[src/include/udiv_macros.svh]
/*
 * Shared build values for the UART divider: serial bit period
 * in clock cycles and the operand width.
 */
`ifndef UDIV_MACROS_SVH
`define UDIV_MACROS_SVH

// clocks per serial bit, kept small for fast simulation
`define UDIV_CLKS_PER_BIT 16

// dividend, divisor, quotient and remainder width
`define UDIV_OPND_W 16

`endif

[src/logic/udiv_pkg.sv]
/*
 * Types for the UART divider: operand type and the state
 * encodings of receiver, transmitter, divider and controller.
 */
`include "udiv_macros.svh"

package udiv_pkg;

    typedef logic [`UDIV_OPND_W-1:0] operand_t; // unsigned operand

    typedef enum logic [1:0] {RX_IDLE, RX_START, RX_DATA, RX_STOP} rx_state_e;

    typedef enum logic [1:0] {TX_IDLE, TX_START, TX_DATA, TX_STOP} tx_state_e;

    typedef enum logic [1:0] {DIV_IDLE, DIV_RUN, DIV_DONE} div_state_e;

    typedef enum logic [1:0] {
        CTRL_COLLECT, // waiting for operand bytes
        CTRL_DIVIDE,
        CTRL_SEND,
        CTRL_WAIT_TX
    } ctrl_state_e;

endpackage

[src/logic/uart_rx.sv]
/*
 * UART receiver, 8N1, sampling each bit at mid period.
 * Flags a low stop bit with rx_err instead of rx_valid.
 */
`timescale 1ns/1ns
`include "udiv_macros.svh"

module uart_rx (
    input  logic       clk,
    input  logic       rst,
    input  logic       rxd,
    output logic [7:0] rx_byte,
    output logic       rx_valid,
    output logic       rx_err
);
    import udiv_pkg::*;

    localparam int CLKS  = `UDIV_CLKS_PER_BIT;
    localparam int TMR_W = $clog2(CLKS);

    rx_state_e        state;
    logic [TMR_W-1:0] tmr;     // counts down to the sample point
    logic [2:0]       bit_cnt;
    logic             rxd_m;   // metastability stage
    logic             rxd_s;
    logic             rxd_q;   // previous synced level for edge detect

    always_ff @(posedge clk or negedge rst) begin
        if (!rst) begin
            rxd_m    <= 1'b1;
            rxd_s    <= 1'b1;
            rxd_q    <= 1'b1;
            state    <= RX_IDLE;
            tmr      <= '0;
            bit_cnt  <= '0;
            rx_valid <= 1'b0;
            rx_err   <= 1'b0;
        end else begin
            rxd_m    <= rxd;
            rxd_s    <= rxd_m;
            rxd_q    <= rxd_s;
            rx_valid <= 1'b0;
            rx_err   <= 1'b0;
            case (state)
                RX_IDLE: begin
                    if (rxd_q && !rxd_s) begin // falling edge starts a frame
                        tmr   <= TMR_W'(CLKS / 2 - 1);
                        state <= RX_START;
                    end
                end
                RX_START: begin
                    if (tmr == '0) begin
                        tmr     <= TMR_W'(CLKS - 1);
                        bit_cnt <= '0;
                        state   <= rxd_s ? RX_IDLE : RX_DATA; // glitch goes back to idle
                    end else begin
                        tmr <= tmr - 1'b1;
                    end
                end
                RX_DATA: begin
                    if (tmr == '0) begin
                        tmr     <= TMR_W'(CLKS - 1);
                        bit_cnt <= bit_cnt + 3'd1;
                        if (bit_cnt == 3'd7) begin
                            state <= RX_STOP;
                        end
                    end else begin
                        tmr <= tmr - 1'b1;
                    end
                end
                default: begin
                    if (tmr == '0) begin
                        rx_valid <= rxd_s;
                        rx_err   <= !rxd_s; // framing error
                        state    <= RX_IDLE;
                    end else begin
                        tmr <= tmr - 1'b1;
                    end
                end
            endcase
        end
    end

    // data bits arrive lsb first
    always_ff @(posedge clk) begin
        if (state == RX_DATA && tmr == '0) begin
            rx_byte <= {rxd_s, rx_byte[7:1]};
        end
    end

endmodule

[src/logic/uart_tx.sv]
/*
 * UART transmitter, 8N1, with a busy flag over the whole frame.
 */
`timescale 1ns/1ns
`include "udiv_macros.svh"

module uart_tx (
    input  logic       clk,
    input  logic       rst,
    input  logic       tx_start,
    input  logic [7:0] tx_byte,
    output logic       txd,
    output logic       tx_busy
);
    import udiv_pkg::*;

    localparam int CLKS  = `UDIV_CLKS_PER_BIT;
    localparam int TMR_W = $clog2(CLKS);

    tx_state_e        state;
    logic [TMR_W-1:0] tmr;
    logic [2:0]       bit_cnt;
    logic [7:0]       shreg;   // bits still to send
    logic             bit_end;

    assign bit_end = (tmr == '0);
    assign tx_busy = (state != TX_IDLE);

    always_ff @(posedge clk or negedge rst) begin
        if (!rst) begin
            state   <= TX_IDLE;
            tmr     <= '0;
            bit_cnt <= '0;
            txd     <= 1'b1;
        end else begin
            tmr <= bit_end ? TMR_W'(CLKS - 1) : tmr - 1'b1;
            case (state)
                TX_IDLE: begin
                    tmr <= TMR_W'(CLKS - 1);
                    if (tx_start) begin
                        txd   <= 1'b0; // start bit
                        state <= TX_START;
                    end
                end
                TX_START: begin
                    if (bit_end) begin
                        txd     <= shreg[0];
                        bit_cnt <= '0;
                        state   <= TX_DATA;
                    end
                end
                TX_DATA: begin
                    if (bit_end) begin
                        bit_cnt <= bit_cnt + 3'd1;
                        if (bit_cnt == 3'd7) begin
                            txd   <= 1'b1; // stop bit
                            state <= TX_STOP;
                        end else begin
                            txd <= shreg[1];
                        end
                    end
                end
                default: begin
                    if (bit_end) begin
                        state <= TX_IDLE;
                    end
                end
            endcase
        end
    end

    always_ff @(posedge clk) begin
        if (state == TX_IDLE && tx_start) begin
            shreg <= tx_byte;
        end else if (state == TX_DATA && bit_end) begin
            shreg <= shreg >> 1;
        end
    end

endmodule

[src/logic/seq_divider.sv]
/*
 * Restoring shift-subtract divider, unsigned.
 * One quotient bit per clock, done pulses 17 cycles after start.
 */
`timescale 1ns/1ns
`include "udiv_macros.svh"

module seq_divider #(
    parameter int OPND_W = `UDIV_OPND_W
) (
    input  logic               clk,
    input  logic               rst,
    input  logic               start,
    input  udiv_pkg::operand_t dividend,
    input  udiv_pkg::operand_t divisor,
    output udiv_pkg::operand_t quotient,
    output udiv_pkg::operand_t remainder,
    output logic               done
);
    import udiv_pkg::*;

    localparam int CNT_W = $clog2(OPND_W + 1);

    div_state_e          state;
    logic [CNT_W-1:0]    cnt;     // iterations left
    logic [2*OPND_W-1:0] acc;     // partial remainder : dividend
    logic [2*OPND_W-1:0] acc_sh;
    logic [OPND_W-1:0]   dvsr;
    logic [OPND_W-1:0]   quo;
    logic [OPND_W:0]     diff;    // extra bit holds the borrow
    logic                fits;

    assign acc_sh = acc << 1;
    assign diff   = {1'b0, acc_sh[2*OPND_W-1:OPND_W]} - {1'b0, dvsr};
    assign fits   = !diff[OPND_W];

    always_ff @(posedge clk or negedge rst) begin
        if (!rst) begin
            state <= DIV_IDLE;
            cnt   <= '0;
        end else begin
            case (state)
                DIV_IDLE: begin
                    if (start) begin
                        cnt   <= CNT_W'(OPND_W);
                        state <= DIV_RUN;
                    end
                end
                DIV_RUN: begin
                    cnt <= cnt - 1'b1;
                    if (cnt == CNT_W'(1)) begin
                        state <= DIV_DONE;
                    end
                end
                default: state <= DIV_IDLE;
            endcase
        end
    end

    always_ff @(posedge clk) begin
        if (state == DIV_IDLE && start) begin
            acc  <= {{OPND_W{1'b0}}, dividend};
            dvsr <= divisor;
            quo  <= '0;
        end else if (state == DIV_RUN) begin
            acc <= fits ? {diff[OPND_W-1:0], acc_sh[OPND_W-1:0]} : acc_sh; // restore on borrow
            quo <= {quo[OPND_W-2:0], fits};
        end
    end

    assign quotient  = quo;
    assign remainder = acc[2*OPND_W-1:OPND_W];
    assign done      = (state == DIV_DONE);

endmodule

[src/logic/div_ctrl.sv]
/*
 * Command controller: collects four operand bytes, runs the divider
 * and sends quotient and remainder back as four bytes.
 */
`timescale 1ns/1ns
`include "udiv_macros.svh"

module div_ctrl (
    input  logic               clk,
    input  logic               rst,
    input  logic [7:0]         rx_byte,
    input  logic               rx_valid,
    input  logic               rx_err,
    input  logic               tx_busy,
    output logic               tx_start,
    output logic [7:0]         tx_byte,
    output logic               start,
    output udiv_pkg::operand_t dividend,
    output udiv_pkg::operand_t divisor,
    input  udiv_pkg::operand_t quotient,
    input  udiv_pkg::operand_t remainder,
    input  logic               done,
    output udiv_pkg::operand_t result,
    output logic               busy
);
    import udiv_pkg::*;

    ctrl_state_e                state;
    logic [1:0]                 byte_cnt; // rx byte index, then tx byte index
    logic [2*`UDIV_OPND_W-1:0]  send_buf; // {remainder, quotient}, lowest byte first

    always_ff @(posedge clk or negedge rst) begin
        if (!rst) begin
            state    <= CTRL_COLLECT;
            byte_cnt <= '0;
            start    <= 1'b0;
            tx_start <= 1'b0;
            busy     <= 1'b0;
            result   <= '0;
        end else begin
            start    <= 1'b0;
            tx_start <= 1'b0;
            case (state)
                CTRL_COLLECT: begin
                    if (rx_err) begin
                        byte_cnt <= '0; // next byte opens a new command
                    end else if (rx_valid) begin
                        byte_cnt <= byte_cnt + 2'd1;
                        if (byte_cnt == 2'd3) begin
                            start <= 1'b1;
                            busy  <= 1'b1;
                            state <= CTRL_DIVIDE;
                        end
                    end
                end
                CTRL_DIVIDE: begin
                    if (done) begin
                        result <= quotient;
                        state  <= CTRL_SEND;
                    end
                end
                CTRL_SEND: begin
                    if (!tx_busy) begin
                        tx_start <= 1'b1;
                        byte_cnt <= byte_cnt + 2'd1;
                        state    <= CTRL_WAIT_TX;
                    end
                end
                default: begin
                    // tx_busy is still low in the tx_start cycle
                    if (!tx_busy && !tx_start) begin
                        if (byte_cnt == 2'd0) begin // wrapped after fourth byte
                            busy  <= 1'b0;
                            state <= CTRL_COLLECT;
                        end else begin
                            state <= CTRL_SEND;
                        end
                    end
                end
            endcase
        end
    end

    always_ff @(posedge clk) begin
        if (state == CTRL_COLLECT && rx_valid) begin
            case (byte_cnt)
                2'd0:    dividend[7:0]              <= rx_byte;
                2'd1:    dividend[`UDIV_OPND_W-1:8] <= rx_byte;
                2'd2:    divisor[7:0]               <= rx_byte;
                default: divisor[`UDIV_OPND_W-1:8]  <= rx_byte;
            endcase
        end
        if (state == CTRL_DIVIDE && done) begin
            send_buf <= {remainder, quotient};
        end else if (state == CTRL_SEND && !tx_busy) begin
            tx_byte  <= send_buf[7:0];
            send_buf <= send_buf >> 8;
        end
    end

endmodule

[src/logic/uart_div_top.sv]
/*
 * Serial divider top: UART receiver, controller, divider
 * and UART transmitter.
 */
`timescale 1ns/1ns
`include "udiv_macros.svh"

module uart_div_top (
    input  logic               clk,
    input  logic               rst,
    input  logic               rxd,
    output logic               txd,
    output udiv_pkg::operand_t result,
    output logic               busy
);
    import udiv_pkg::*;

    logic [7:0] rx_byte;
    logic       rx_valid;
    logic       rx_err;
    logic [7:0] tx_byte;
    logic       tx_start;
    logic       tx_busy;
    logic       div_start;
    logic       div_done;
    operand_t   dividend;
    operand_t   divisor;
    operand_t   quotient;
    operand_t   remainder;

    uart_rx u_rx (
        .clk      (clk),
        .rst      (rst),
        .rxd      (rxd),
        .rx_byte  (rx_byte),
        .rx_valid (rx_valid),
        .rx_err   (rx_err)
    );

    div_ctrl u_ctrl (
        .clk       (clk),
        .rst       (rst),
        .rx_byte   (rx_byte),
        .rx_valid  (rx_valid),
        .rx_err    (rx_err),
        .tx_busy   (tx_busy),
        .tx_start  (tx_start),
        .tx_byte   (tx_byte),
        .start     (div_start),
        .dividend  (dividend),
        .divisor   (divisor),
        .quotient  (quotient),
        .remainder (remainder),
        .done      (div_done),
        .result    (result),
        .busy      (busy)
    );

    seq_divider #(
        .OPND_W (`UDIV_OPND_W)
    ) u_div (
        .clk       (clk),
        .rst       (rst),
        .start     (div_start),
        .dividend  (dividend),
        .divisor   (divisor),
        .quotient  (quotient),
        .remainder (remainder),
        .done      (div_done)
    );

    uart_tx u_tx (
        .clk      (clk),
        .rst      (rst),
        .tx_start (tx_start),
        .tx_byte  (tx_byte),
        .txd      (txd),
        .tx_busy  (tx_busy)
    );

endmodule

[config.mk]
export PLATFORM = sky130hd
export DESIGN_NAME = uart_div_top
export DESIGN_NICKNAME = d
export VERILOG_FILES = /design/src/logic/udiv_pkg.sv /design/src/logic/uart_rx.sv /design/src/logic/uart_tx.sv /design/src/logic/seq_divider.sv /design/src/logic/div_ctrl.sv /design/src/logic/uart_div_top.sv
export VERILOG_INCLUDE_DIRS = /design/src /design/src/include
export SDC_FILE = /design/constraint.sdc
export NUM_CORES = 1
export LEC_CHECK = 0
export BUFFER_PORTS_ARGS = -buffer_cell sky130_fd_sc_hd__buf_2
export CORE_ASPECT_RATIO = 0.5
export CORE_MARGIN = 3
export CORE_UTILIZATION = 50
export CTS_CLUSTER_SIZE = 16
export DETAILED_ROUTE_END_ITERATION = 10
export PLACE_DENSITY = 0.66
export SYNTH_ARGS = -nofsm -noshare
export SYNTH_HDL_FRONTEND = slang
export SYNTH_SLANG_ARGS = --single-unit
[constraint.sdc]
create_clock -name clk -period 3.25 [get_ports clk]
set_clock_uncertainty 0.05 [all_clocks]
set_input_delay 0.325 -clock clk [delete_from_list [all_inputs] [get_ports clk]]
set_output_delay 0.325 -clock clk [all_outputs]
set_load 0.02 [all_outputs]
* Word-level counts from Yosys, hierarchy flattened
Cells that the tools add are included.
Widths: inputs -> output; s select.
** Word-level totals
- Input bits :: 3
- Register bits :: 206
** Cells by class
- Reduce and logical (&&, ||, !) cells :: 55
- Add/sub/neg operators :: 7
- Mux-type cells :: 70
- Bitwise logic cells :: 3
- Equality and inequality tests :: 31
** Operator list (number)
- $mux 32 :: 3
- $mux 2 :: 23
- $mux 16 :: 2
- $reduce_bool 2->1 :: 12
- $mux 4 :: 5
- $ne 2x1->1 const B :: 10
- $mux 1 :: 19
- $pmux 2 s3 :: 3
- $reduce_and 2->1 :: 9
- $sub 16x16->17 :: 1
- $mux 8 :: 2
- $eq 2x2->1 const B :: 6
- $mux 3 :: 4
- $pmux 3 s2 :: 2
- $reduce_and 6->1 :: 2
- $eq 2x1->1 const B :: 5
- $logic_not 2->1 :: 5
- $ne 2x2->1 const B :: 5
- $pmux 5 s2 :: 1
- $reduce_and 5->1 :: 2
- $logic_and 1x1->1 :: 9
- $reduce_and 3->1 :: 3
- $logic_not 4->1 :: 2
- $pmux 2 s2 :: 2
- other kinds (18) :: 29

* Logic depth before layout (Yosys ltp)
Gate-level depths: netlist (run 1).
- Depth after elaboration :: 5
- Gate-level depth with buffers :: 11
- Depth with buffers taken out :: 10

* By module
A second synthesis (run 1) with hierarchy kept.
** Unflattened totals
- Cell total of the unflattened synthesis :: 782
- Area total of the unflattened synthesis :: 9083.7 um^2
** Modules (own cells, without submodules)
- seq_divider :: instances 1, seq. area each 1776.7 um^2, cells an instance 367, area an instance 3609.7 um^2
- div_ctrl :: instances 1, seq. area each 2737.6 um^2, cells an instance 264, area an instance 3563.4 um^2
- uart_rx :: instances 1, seq. area each 594.3 um^2, cells an instance 77, area an instance 987.2 um^2
- uart_tx :: instances 1, seq. area each 491.7 um^2, cells an instance 74, area an instance 923.4 um^2

* Least setup slack after synthesis (run 1)
No wires, ideal clock.
- Path type :: reg2reg
- Start point :: reg u_div.dvsr[0]
- End point :: reg u_div.acc[23]
- Cell stages (with the launch flop) :: 11
- Period minus slack after synthesis :: 2.274 ns
- Setup slack :: 0.976 ns
- Arrival :: 2.107 ns
- Path through :: edfxtp_1 > ha_1 > fa_1 > and2b_1 > o2111ai_2 > a21oi_2 > a221oi_4 > buf_6 > nand2_1 > o21ai_1 > a22o_1
** Between the ends
- Word-level cells in the longest chain between the ends :: 2
** RTL lines
- start: declaration :: RTL line seq_divider.sv:28 : logic [OPND_W-1:0] dvsr;
- start signal: assignment :: RTL line seq_divider.sv:63 : dvsr <= divisor;
- $sub 16x16->17 :: RTL line seq_divider.sv:34 : assign diff = {1'b0, acc_sh[2*OPND_W-1:OPND_W]} - {1'b0, dvsr};
- $mux 32 :: RTL line seq_divider.sv:66 : acc <= fits ? {diff[OPND_W-1:0], acc_sh[OPND_W-1:0]} : acc_sh;
- end signal: assignment :: RTL line seq_divider.sv:62 : acc <= {{OPND_W{1'b0}}, dividend};
- end signal: assignment :: RTL line seq_divider.sv:66
- end: declaration :: RTL line seq_divider.sv:26 : logic [2*OPND_W-1:0] acc;
Every way passes these cells.
A chain may end at the register's enable or synchronous reset.

* Worst setup path in the final report (run 1)
- Start point :: reg u_div.acc[15]
- End point :: reg u_div.acc[18]
** Between the ends
- Word-level cells in the longest chain between the ends :: 2
** RTL lines (RTL line)
- $sub 16x16->17 :: seq_divider.sv:34
- $mux 32 :: seq_divider.sv:66
Every way passes these cells.

==> results of run 1 <==
power groups by stage:
| stage | clock (mW) | combinational (mW) | sequential (mW) |
|---|---|---|---|
| floorplan | 0 | 1.12 | 3.29 |
| global placement | 0 | 1.38 | 3.33 |
| finish | 2.02 | 1.44 | 3.30 |
| detailed placement | 0 | 1.43 | 3.34 |
| global route | 2.19 | 1.64 | 3.33 |
| CTS | 2.07 | 1.44 | 3.29 |
cell usage after synthesis (2+ instances only):
cell	instances
sky130_fd_sc_hd__a21o_1	2
sky130_fd_sc_hd__a21oi_1	40
sky130_fd_sc_hd__a21oi_2	2
sky130_fd_sc_hd__a22o_1	22
sky130_fd_sc_hd__a31oi_1	9
sky130_fd_sc_hd__a32o_1	2
sky130_fd_sc_hd__and2_1	13
sky130_fd_sc_hd__and3_1	9
sky130_fd_sc_hd__clkbuf_1	21
sky130_fd_sc_hd__dfrtp_1	50
sky130_fd_sc_hd__dfstp_2	4
sky130_fd_sc_hd__dfxtp_1	32
sky130_fd_sc_hd__edfxtp_1	120
sky130_fd_sc_hd__ha_1	40
sky130_fd_sc_hd__inv_1	44
sky130_fd_sc_hd__mux2_2	8
sky130_fd_sc_hd__mux2i_1	6
sky130_fd_sc_hd__nand2_1	188
sky130_fd_sc_hd__nand2b_1	9
sky130_fd_sc_hd__nand3_1	8
sky130_fd_sc_hd__nand3b_1	3
sky130_fd_sc_hd__nand4_1	3
sky130_fd_sc_hd__nor2_1	30
sky130_fd_sc_hd__nor2b_1	5
sky130_fd_sc_hd__nor3_1	6
sky130_fd_sc_hd__nor3b_1	2
sky130_fd_sc_hd__o211ai_1	4
sky130_fd_sc_hd__o21a_1	5
sky130_fd_sc_hd__o21ai_0	45
sky130_fd_sc_hd__o21ai_1	3
sky130_fd_sc_hd__o22ai_1	3
sky130_fd_sc_hd__or3_1	2
sky130_fd_sc_hd__xnor2_1	5
sky130_fd_sc_hd__xor2_1	5
path summary, 6_finish.rpt:
path | from | endpoint | slack (ns) | cells past startpoint
setup reg to reg | u_div.acc[15]$_DFFE_PP_ | u_div.acc[18]$_SDFFE_PP0P_ | 0.55 | 11
hold / removal | rst | u_rx.bit_cnt[2]$_DFFE_PN0P_ | 0.30 | 2
hold reg to reg | u_rx.rxd_m$_DFF_PN1_ | u_rx.rxd_s$_DFF_PN1_ | 0.31 | 0
setup / recovery | u_div.acc[15]$_DFFE_PP_ | u_div.acc[18]$_SDFFE_PP0P_ | 0.55 | 11
min in group clk | u_rx.rxd_m$_DFF_PN1_ | u_rx.rxd_s$_DFF_PN1_ | 0.31 | 0
max in group asynchronous | rst | u_tx.txd$_DFFE_PN1P_ | 1.99 | 3
cell families (layout without fill, tap and decap cells):
family	after synthesis	after routing	synth area share
and+or+nand+nor	283	283	0.139
DFF	206	206	0.637
AOI/OAI and AO/OA	149	149	0.108
buffers and inverters	68	109	0.0303
adders and majority gates	41	41	0.0592
muxes	14	14	0.0171
xor gates and xnor gates	10	10	0.00995
routing by layer:
| metal | wire (um) | track usage | up-vias |
|---|---|---|---|
| met5 | 0 | 0 | - |
| met2 | 7380 | 0.287 | 76 |
| met4 | 185 | 0.0294 | 0 |
| met3 | 490 | 0.0288 | 18 |
| met1 | 8200 | 0.237 | 2662 |
| li1 | - | - | 2759 |
flip-flops by register name, summed over array words and instances, names as in the netlist, 16 cells and up:
register         count
u_ctrl.send_buf     32
u_div.acc           32
u_ctrl.dividend     16
u_ctrl.divisor      16
u_ctrl.result       16
u_div.dvsr          16
u_div.quotient      16
metrics by stage:
step                total power [mW]  utilization  hold WS [ns]
detailed placement              4.77        0.546         0.280
finish                          6.76        0.579         0.298
global route                    7.16        0.579         0.314
floorplan                       4.41            -       -0.0206
CTS                             6.81        0.579         0.305
global placement                4.71        0.546         0.280
cell type report:
class	instances	area, sq um	area share
Clock buffer	24	504	0.0518
Sequential cell	206	5600	0.575
Multi-Input combinational cell	497	2940	0.302
Timing Repair Buffer	32	195	0.0200
Clock inverter	8	45.0	0.00463
Inverter	45	169	0.0173
Tap cell	227	284	0.0292
==> out/qor.csv, run 1 <==
metric,value,unit
outcome,"complete, no violations",
drtAntennaViolNets,0,
timing.max_slew.rel_slack,0.497,
worstPathCellList,inv_1 -> ha_1 -> fa_1 -> and2b_1 -> o2111ai_2 -> a21oi_2 -> a221oi_4 -> buf_4 -> nor3_1 -> a21oi_1 -> a21oi_1,
cts_hold_buffers,2,
placed_area,0.00917,sq mm
yosys-top-cells-area,"sky130_fd_sc_hd__edfxtp_1 41%, sky130_fd_sc_hd__dfrtp_1 14%, sky130_fd_sc_hd__nand2_1 8.0%",
max_freq,371,MHz
cts_tree,built,
crit_fanout,13,
clock-sinks,206,
detail_route.wl_per_cell,15.6,um
postCtsSetupBuffers,0,
drc,0,
final.setup.tns,0,ns
timing_hold_violations_final,0,
commonest_non_fill_non_tap_cell_in_the_layout,sky130_fd_sc_hd__nand2_1,
max-cap-violations,0,
rsz_0062_raised_after_global_routing,no,
synthesized_net_count,815,
detailed_place_hpwl,10800,um
finish.cell_count_without_fillers,1039,
numPortBuffers,20,
synth_largest_area_cell,sky130_fd_sc_hd__edfxtp_1,
cts-root-to-sink-buffers,3,
clock_tree_root_driver_cell,sky130_fd_sc_hd__clkbuf_16,
worst_slack,0.555,ns
place_congestion,0.897,
cts_buffers,18,
count_of_flip_flops_with_a_built_in_enable_after_synthesis,120,
postSynthAreaPerCell,11.4,sq um
clkPwrFrac,0.299,
end_kind,flop,
sequential_fraction_of_the_synthesis_area,0.637,
synth-warning-count,0,
power.static_leakage,4.19,nW
vdd_drop_max,0.000325,V
synth_flop_cell,sky130_fd_sc_hd__edfxtp_1,
global_route.overflow_total,0,
maxSlewViolCount,0,
die_h,99.8,um
flow.area_growth_from_synthesis,10.7,%
postSynthRegisterBits,206,
totalWireLength,16300,um
seq_power_share,0.488,
crit_top_cell,sky130_fd_sc_hd__a21oi_1,
stdcell_area,0.00974,sq mm
number_of_top_level_pins,21,
critical_path_buf_inv_count,2,
clk_latency_worst_skew_pair,0.48,ns
initial_core_util,0.524,
placed_cells_incl_taps,1005,
mostFrequentLayoutCells,"188 x sky130_fd_sc_hd__nand2_1, 120 x sky130_fd_sc_hd__edfxtp_1, 50 x sky130_fd_sc_hd__dfrtp_1",
global_route.usage.total,0.169,
synthesis.area,0.00880,sq mm
grt_max_degree,43,
synth_instances,771,
setup_viol,0,
antenna_found_initial,0,
cts_htree_levels,1,
p_int,4.75,mW
dieWidth,194,um
avgViaCountPerCell,5.31,
swShare,0.297,
critical_path_required,3.56,ns
crit_arrival,3.00,ns
dp_worst_setup_slack,0.535,ns
via_count,5515,
row_count,33,
nNetsFinal,844,
cpLargestDelayFamily,compound AO/OA/AOI/OAI gates,
power_frac_comb,0.213,
setup.worst_path.class,reg2reg,
startpoint_type,flop,
final.fill_count,1364,
drt_iter0_drc,318,
post_cts_resize_count,0,
p_switching,2.01,mW
final_layout_size_suffix_gt1_frac,0.0899,
crit_path_max_incr_delay,0.58,ns
drtPass1Iterations,4,
count_of_distinct_cell_types_in_the_synthesized_netlist,55,
slowest_stage,sky130_fd_sc_hd__a221oi_4,
min_period_over_period,0.829,
core-area,0.0168,sq mm
timing.hold.worst.class,in2async,
tightestPinTransition,0.751,ns
grt_pass1_wl,26900,um
antennaDiodeCount,0,
number_of_global_route_vias_before_repair,5349,
clk_pin_slew,0.07,ns
die_area,0.0193,sq mm
synth_async_sr_flop_share,0.262,
pwr_density_cell,694,mW/mm^2
finalWorstPathRequiredPeriod,2.70,ns
synth_top_cell_area_share,0.410,
Note: power is estimated with default switching activity, not from simulation.
==> run 2: changes to the inputs <==
--- a/config.mk
+++ b/config.mk
@@ -6,6 +6,7 @@
 export SDC_FILE = /design/constraint.sdc
 export NUM_CORES = 1
 export LEC_CHECK = 0
+export ABC_AREA = 1
 export BUFFER_PORTS_ARGS = -buffer_cell sky130_fd_sc_hd__buf_2
 export CORE_ASPECT_RATIO = 0.5
 export CORE_MARGIN = 3
==> constraint.sdc (replaced) <==
create_clock -name clk -period 2.8 [get_ports clk]
set_clock_uncertainty 0.05 [all_clocks]
set_input_delay 0.28 -clock clk [delete_from_list [all_inputs] [get_ports clk]]
set_output_delay 0.28 -clock clk [all_outputs]
set_load 0.02 [all_outputs]
==> out/qor.csv, run 2 <==
metric,value,unit,change
synth-warning-count,0,,unchanged
initial_core_util,0.519,,was 0.524
count_of_flip_flops_with_a_built_in_enable_after_synthesis,120,,unchanged
synth_largest_area_cell,sky130_fd_sc_hd__edfxtp_1,,unchanged
post_cts_resize_count,0,,unchanged
min_period_over_period,0.785,,was 0.829
reg.largest.list,"u_ctrl.send_buf: 32 flops, u_div.acc: 32 flops",,unchanged
clock_tree_root_driver_cell,sky130_fd_sc_hd__clkbuf_16,,unchanged
totalWireLength,17600,um,"was 16,300 um"
clk_latency_worst_skew_pair,0.49,ns,was 0.48 ns
core-area,0.0177,sq mm,was 0.0168 sq mm
tightestPinTransition,0.713,ns,was 0.751 ns
yosys-top-cells-area,"sky130_fd_sc_hd__edfxtp_1 39%, sky130_fd_sc_hd__dfrtp_1 14%, sky130_fd_sc_hd__nand2_1 12%",,"was sky130_fd_sc_hd__edfxtp_1 41%, sky130_fd_sc_hd__dfrtp_1 14%, sky130_fd_sc_hd__nand2_1 8.0%"
via_count,6182,,"was 5,515"
synth_flop_cell,sky130_fd_sc_hd__edfxtp_1,,unchanged
antenna_found_initial,0,,unchanged
number_of_top_level_pins,21,,unchanged
end_kind,flop,,unchanged
critical_path_required,3.17,ns,was 3.56 ns
yosys-top-cells-count,"300 x sky130_fd_sc_hd__nand2_1, 134 x sky130_fd_sc_hd__inv_1, 120 x sky130_fd_sc_hd__edfxtp_1",,"was 188 x sky130_fd_sc_hd__nand2_1, 120 x sky130_fd_sc_hd__edfxtp_1, 50 x sky130_fd_sc_hd__dfrtp_1"
cts_htree_levels,1,,unchanged
grt_pass1_wl,29500,um,"was 26,900 um"
drt_iter0_drc,462,,was 318
outcome,"complete, no violations",,unchanged
maxSlewViolCount,0,,unchanged
drc,0,,unchanged
synthesis.area,0.00917,sq mm,was 0.00880 sq mm
drtAntennaViolNets,0,,unchanged
crit_arrival,2.57,ns,was 3.00 ns
postSynthAreaPerCell,9.70,sq um,was 11.4 sq um
setup_viol,0,,unchanged
clk_pin_slew,0.07,ns,about the same
cts-root-to-sink-buffers,3,,unchanged
antennaDiodeCount,0,,unchanged
die_h,102,um,was 99.8 um
grt_max_degree,55,,was 43
avgViaCountPerCell,5.03,,was 5.31
max_freq,455,MHz,was 371 MHz
synth_most_common_cell,sky130_fd_sc_hd__nand2_1,,unchanged
timing_hold_violations_final,0,,unchanged
startpoint_type,flop,,unchanged
synthesized_net_count,989,,was 815
count_of_distinct_cell_types_in_the_synthesized_netlist,41,,was 55
final.setup.tns,0,ns,unchanged
timing.max_slew.rel_slack,0.525,,was 0.497
synth_instances,945,,was 771
global_route.usage.total,0.182,,was 0.169
critical_path_buf_inv_count,1,,was 2
power.static_leakage,4.90,nW,was 4.19 nW
synth_top_cell_area_share,0.393,,was 0.410
mostFrequentLayoutCells,"300 x sky130_fd_sc_hd__nand2_1, 134 x sky130_fd_sc_hd__inv_1, 120 x sky130_fd_sc_hd__edfxtp_1",,"was 188 x sky130_fd_sc_hd__nand2_1, 120 x sky130_fd_sc_hd__edfxtp_1, 50 x sky130_fd_sc_hd__dfrtp_1"
vdd_drop_max,0.000485,V,was 0.000325 V
cts_buffers,19,,was 18
pwr_density_cell,830,mW/mm^2,was 694 mW/mm^2
setup.worst_path.class,reg2reg,,unchanged
number_of_global_route_vias_before_repair,5882,,"was 5,349"
dieWidth,198,um,was 194 um
detailed_place_hpwl,12300,um,"was 10,800 um"
detail_route.wl_per_cell,14.3,um,was 15.6 um
synth_async_sr_flop_share,0.262,,unchanged
rsz_0062_raised_after_global_routing,no,,unchanged
slowest_stage,sky130_fd_sc_hd__fa_1,,was sky130_fd_sc_hd__a221oi_4
global_route.overflow_total,0,,unchanged
nNetsFinal,1027,,was 844
postSynthRegisterBits,206,,unchanged
total_power,8.48,mW,was 6.76 mW
cts_tree,built,,unchanged
crit_fanout,6,,was 13
place_congestion,0.949,,was 0.897
commonest_non_fill_non_tap_cell_in_the_layout,sky130_fd_sc_hd__nand2_1,,unchanged
worst-r2r-setup-slack,0.60,ns,was 0.55 ns
numPortBuffers,20,,unchanged
sequential_fraction_of_the_synthesis_area,0.611,,was 0.637
timing.hold.worst.class,reg2reg,,was in2async
drtPass1Iterations,5,,was 4
row_count,34,,was 33
worstPathCellList,ha_1 -> fa_1 -> inv_1 -> nand2_1 -> nand2_1 -> nand3_1 -> nand2_2 -> nand2_4 -> a21oi_4 -> nand3_1 -> a21oi_1,,was inv_1 -> ha_1 -> fa_1 -> and2b_1 -> o2111ai_2 -> a21oi_2 -> a221oi_4 -> buf_4 -> nor3_1 -> a21oi_1 -> a21oi_1
cpLargestDelayFamily,adder cells,,was compound AO/OA/AOI/OAI gates
finalWorstPathRequiredPeriod,2.20,ns,was 2.70 ns
flow.area_growth_from_synthesis,11.3,%,was 10.7%
clock-sinks,206,,unchanged
crit_path_max_incr_delay,0.42,ns,was 0.58 ns
max-cap-violations,0,,unchanged
final_layout_size_suffix_gt1_frac,0.0944,,was 0.0899
die_area,0.0201,sq mm,was 0.0193 sq mm
==> run 2: changes by cell type after synthesis, sizes merged, moves of 9 or more <==
cell	previous run	this run
nand2	188	308
o21ai	48	38
inv	44	137
nand2b	9	0
o22ai	3	16
a22o	22	0
nand3	8	49
nor2	30	63
a31oi	9	0
and2	13	2
a21oi	42	29
==> run 2: final timing paths <==
kind / from / depth (start not counted) / endpoint
max in group asynchronous: rst / 3 / u_rx.tmr[3]$_DFFE_PN0P_
hold / removal: u_rx.rxd_m$_DFF_PN1_ / 0 / u_rx.rxd_s$_DFF_PN1_
hold reg to reg: u_rx.rxd_m$_DFF_PN1_ / 0 / u_rx.rxd_s$_DFF_PN1_
setup reg to reg: u_div.dvsr[0]$_DFFE_PP_ / 11 / u_div.acc[31]$_SDFFE_PP0P_
min in group asynchronous: rst / 3 / u_ctrl.result[8]$_DFFE_PN0P_
setup / recovery: u_div.dvsr[0]$_DFFE_PP_ / 11 / u_div.acc[31]$_SDFFE_PP0P_
==> run 2: cell families after synthesis <==
family / count (synthesis) / share of synthesized area
flip-flops: 206 / 0.611
XOR/XNOR: 5 / 0.00478
AO/OA/AOI/OAI: 87 / 0.0536
AND/OR/NAND/NOR: 443 / 0.200
multiplexers: 8 / 0.00969
adder cells (fa/ha/maj): 41 / 0.0568
buffers and inverters: 155 / 0.0641
==> run 2: per-stage QoR <==
step	utilization	hold WS [ns]	std cells	cell area [sq um]	setup slack [ns]
final	0.578	0.308	1230	10200	0.602
after global routing	0.578	0.317	1230	10200	0.409
after CTS	0.578	0.313	1230	10200	0.605
after detailed placement	0.543	0.301	1194	9590	0.634
after global placement	0.543	0.295	1194	9590	0.748
after floorplan	-	-0.0656	945	9170	0.596
==> run 2: report_power, final <==
part	internal [mW]	switching, mW	leakage [nW]	total (mW)
Sequential	3.67	0.263	2.04	3.93
Combinational	0.718	1.33	2.57	2.04
Clock	1.41	1.09	0.293	2.50
==> run 2: area by class of cell <==
| class | instances | area (sq um) |
|---|---|---|
| multi-input cells | 584 | 2990 |
| inverters | 138 | 520 |
| fillers | 1473 | 7450 |
| flip-flops and latches | 206 | 5600 |
| clock buffers | 24 | 514 |
| well taps | 234 | 293 |
| clock inverters | 10 | 83.8 |
| repair buffers | 34 | 210 |
==> run 2: metal layers <==
| metal | wire, um | vias to the layer above | GRT usage |
|---|---|---|---|
| li1 | - | 3138 | - |
| met1 | 8920 | 2914 | 0.268 |
| met2 | 7830 | 104 | 0.290 |
| met3 | 536 | 26 | 0.0282 |
| met4 | 290 | 0 | 0.0407 |
| met5 | 0 | - | 0 |
==> run 2: repair_timing <==
item | in CTS | in global routing
endpoints found under the hold margin | 51 | 0
buffers inserted | 0 | 0
hold buffers | 2 | 0
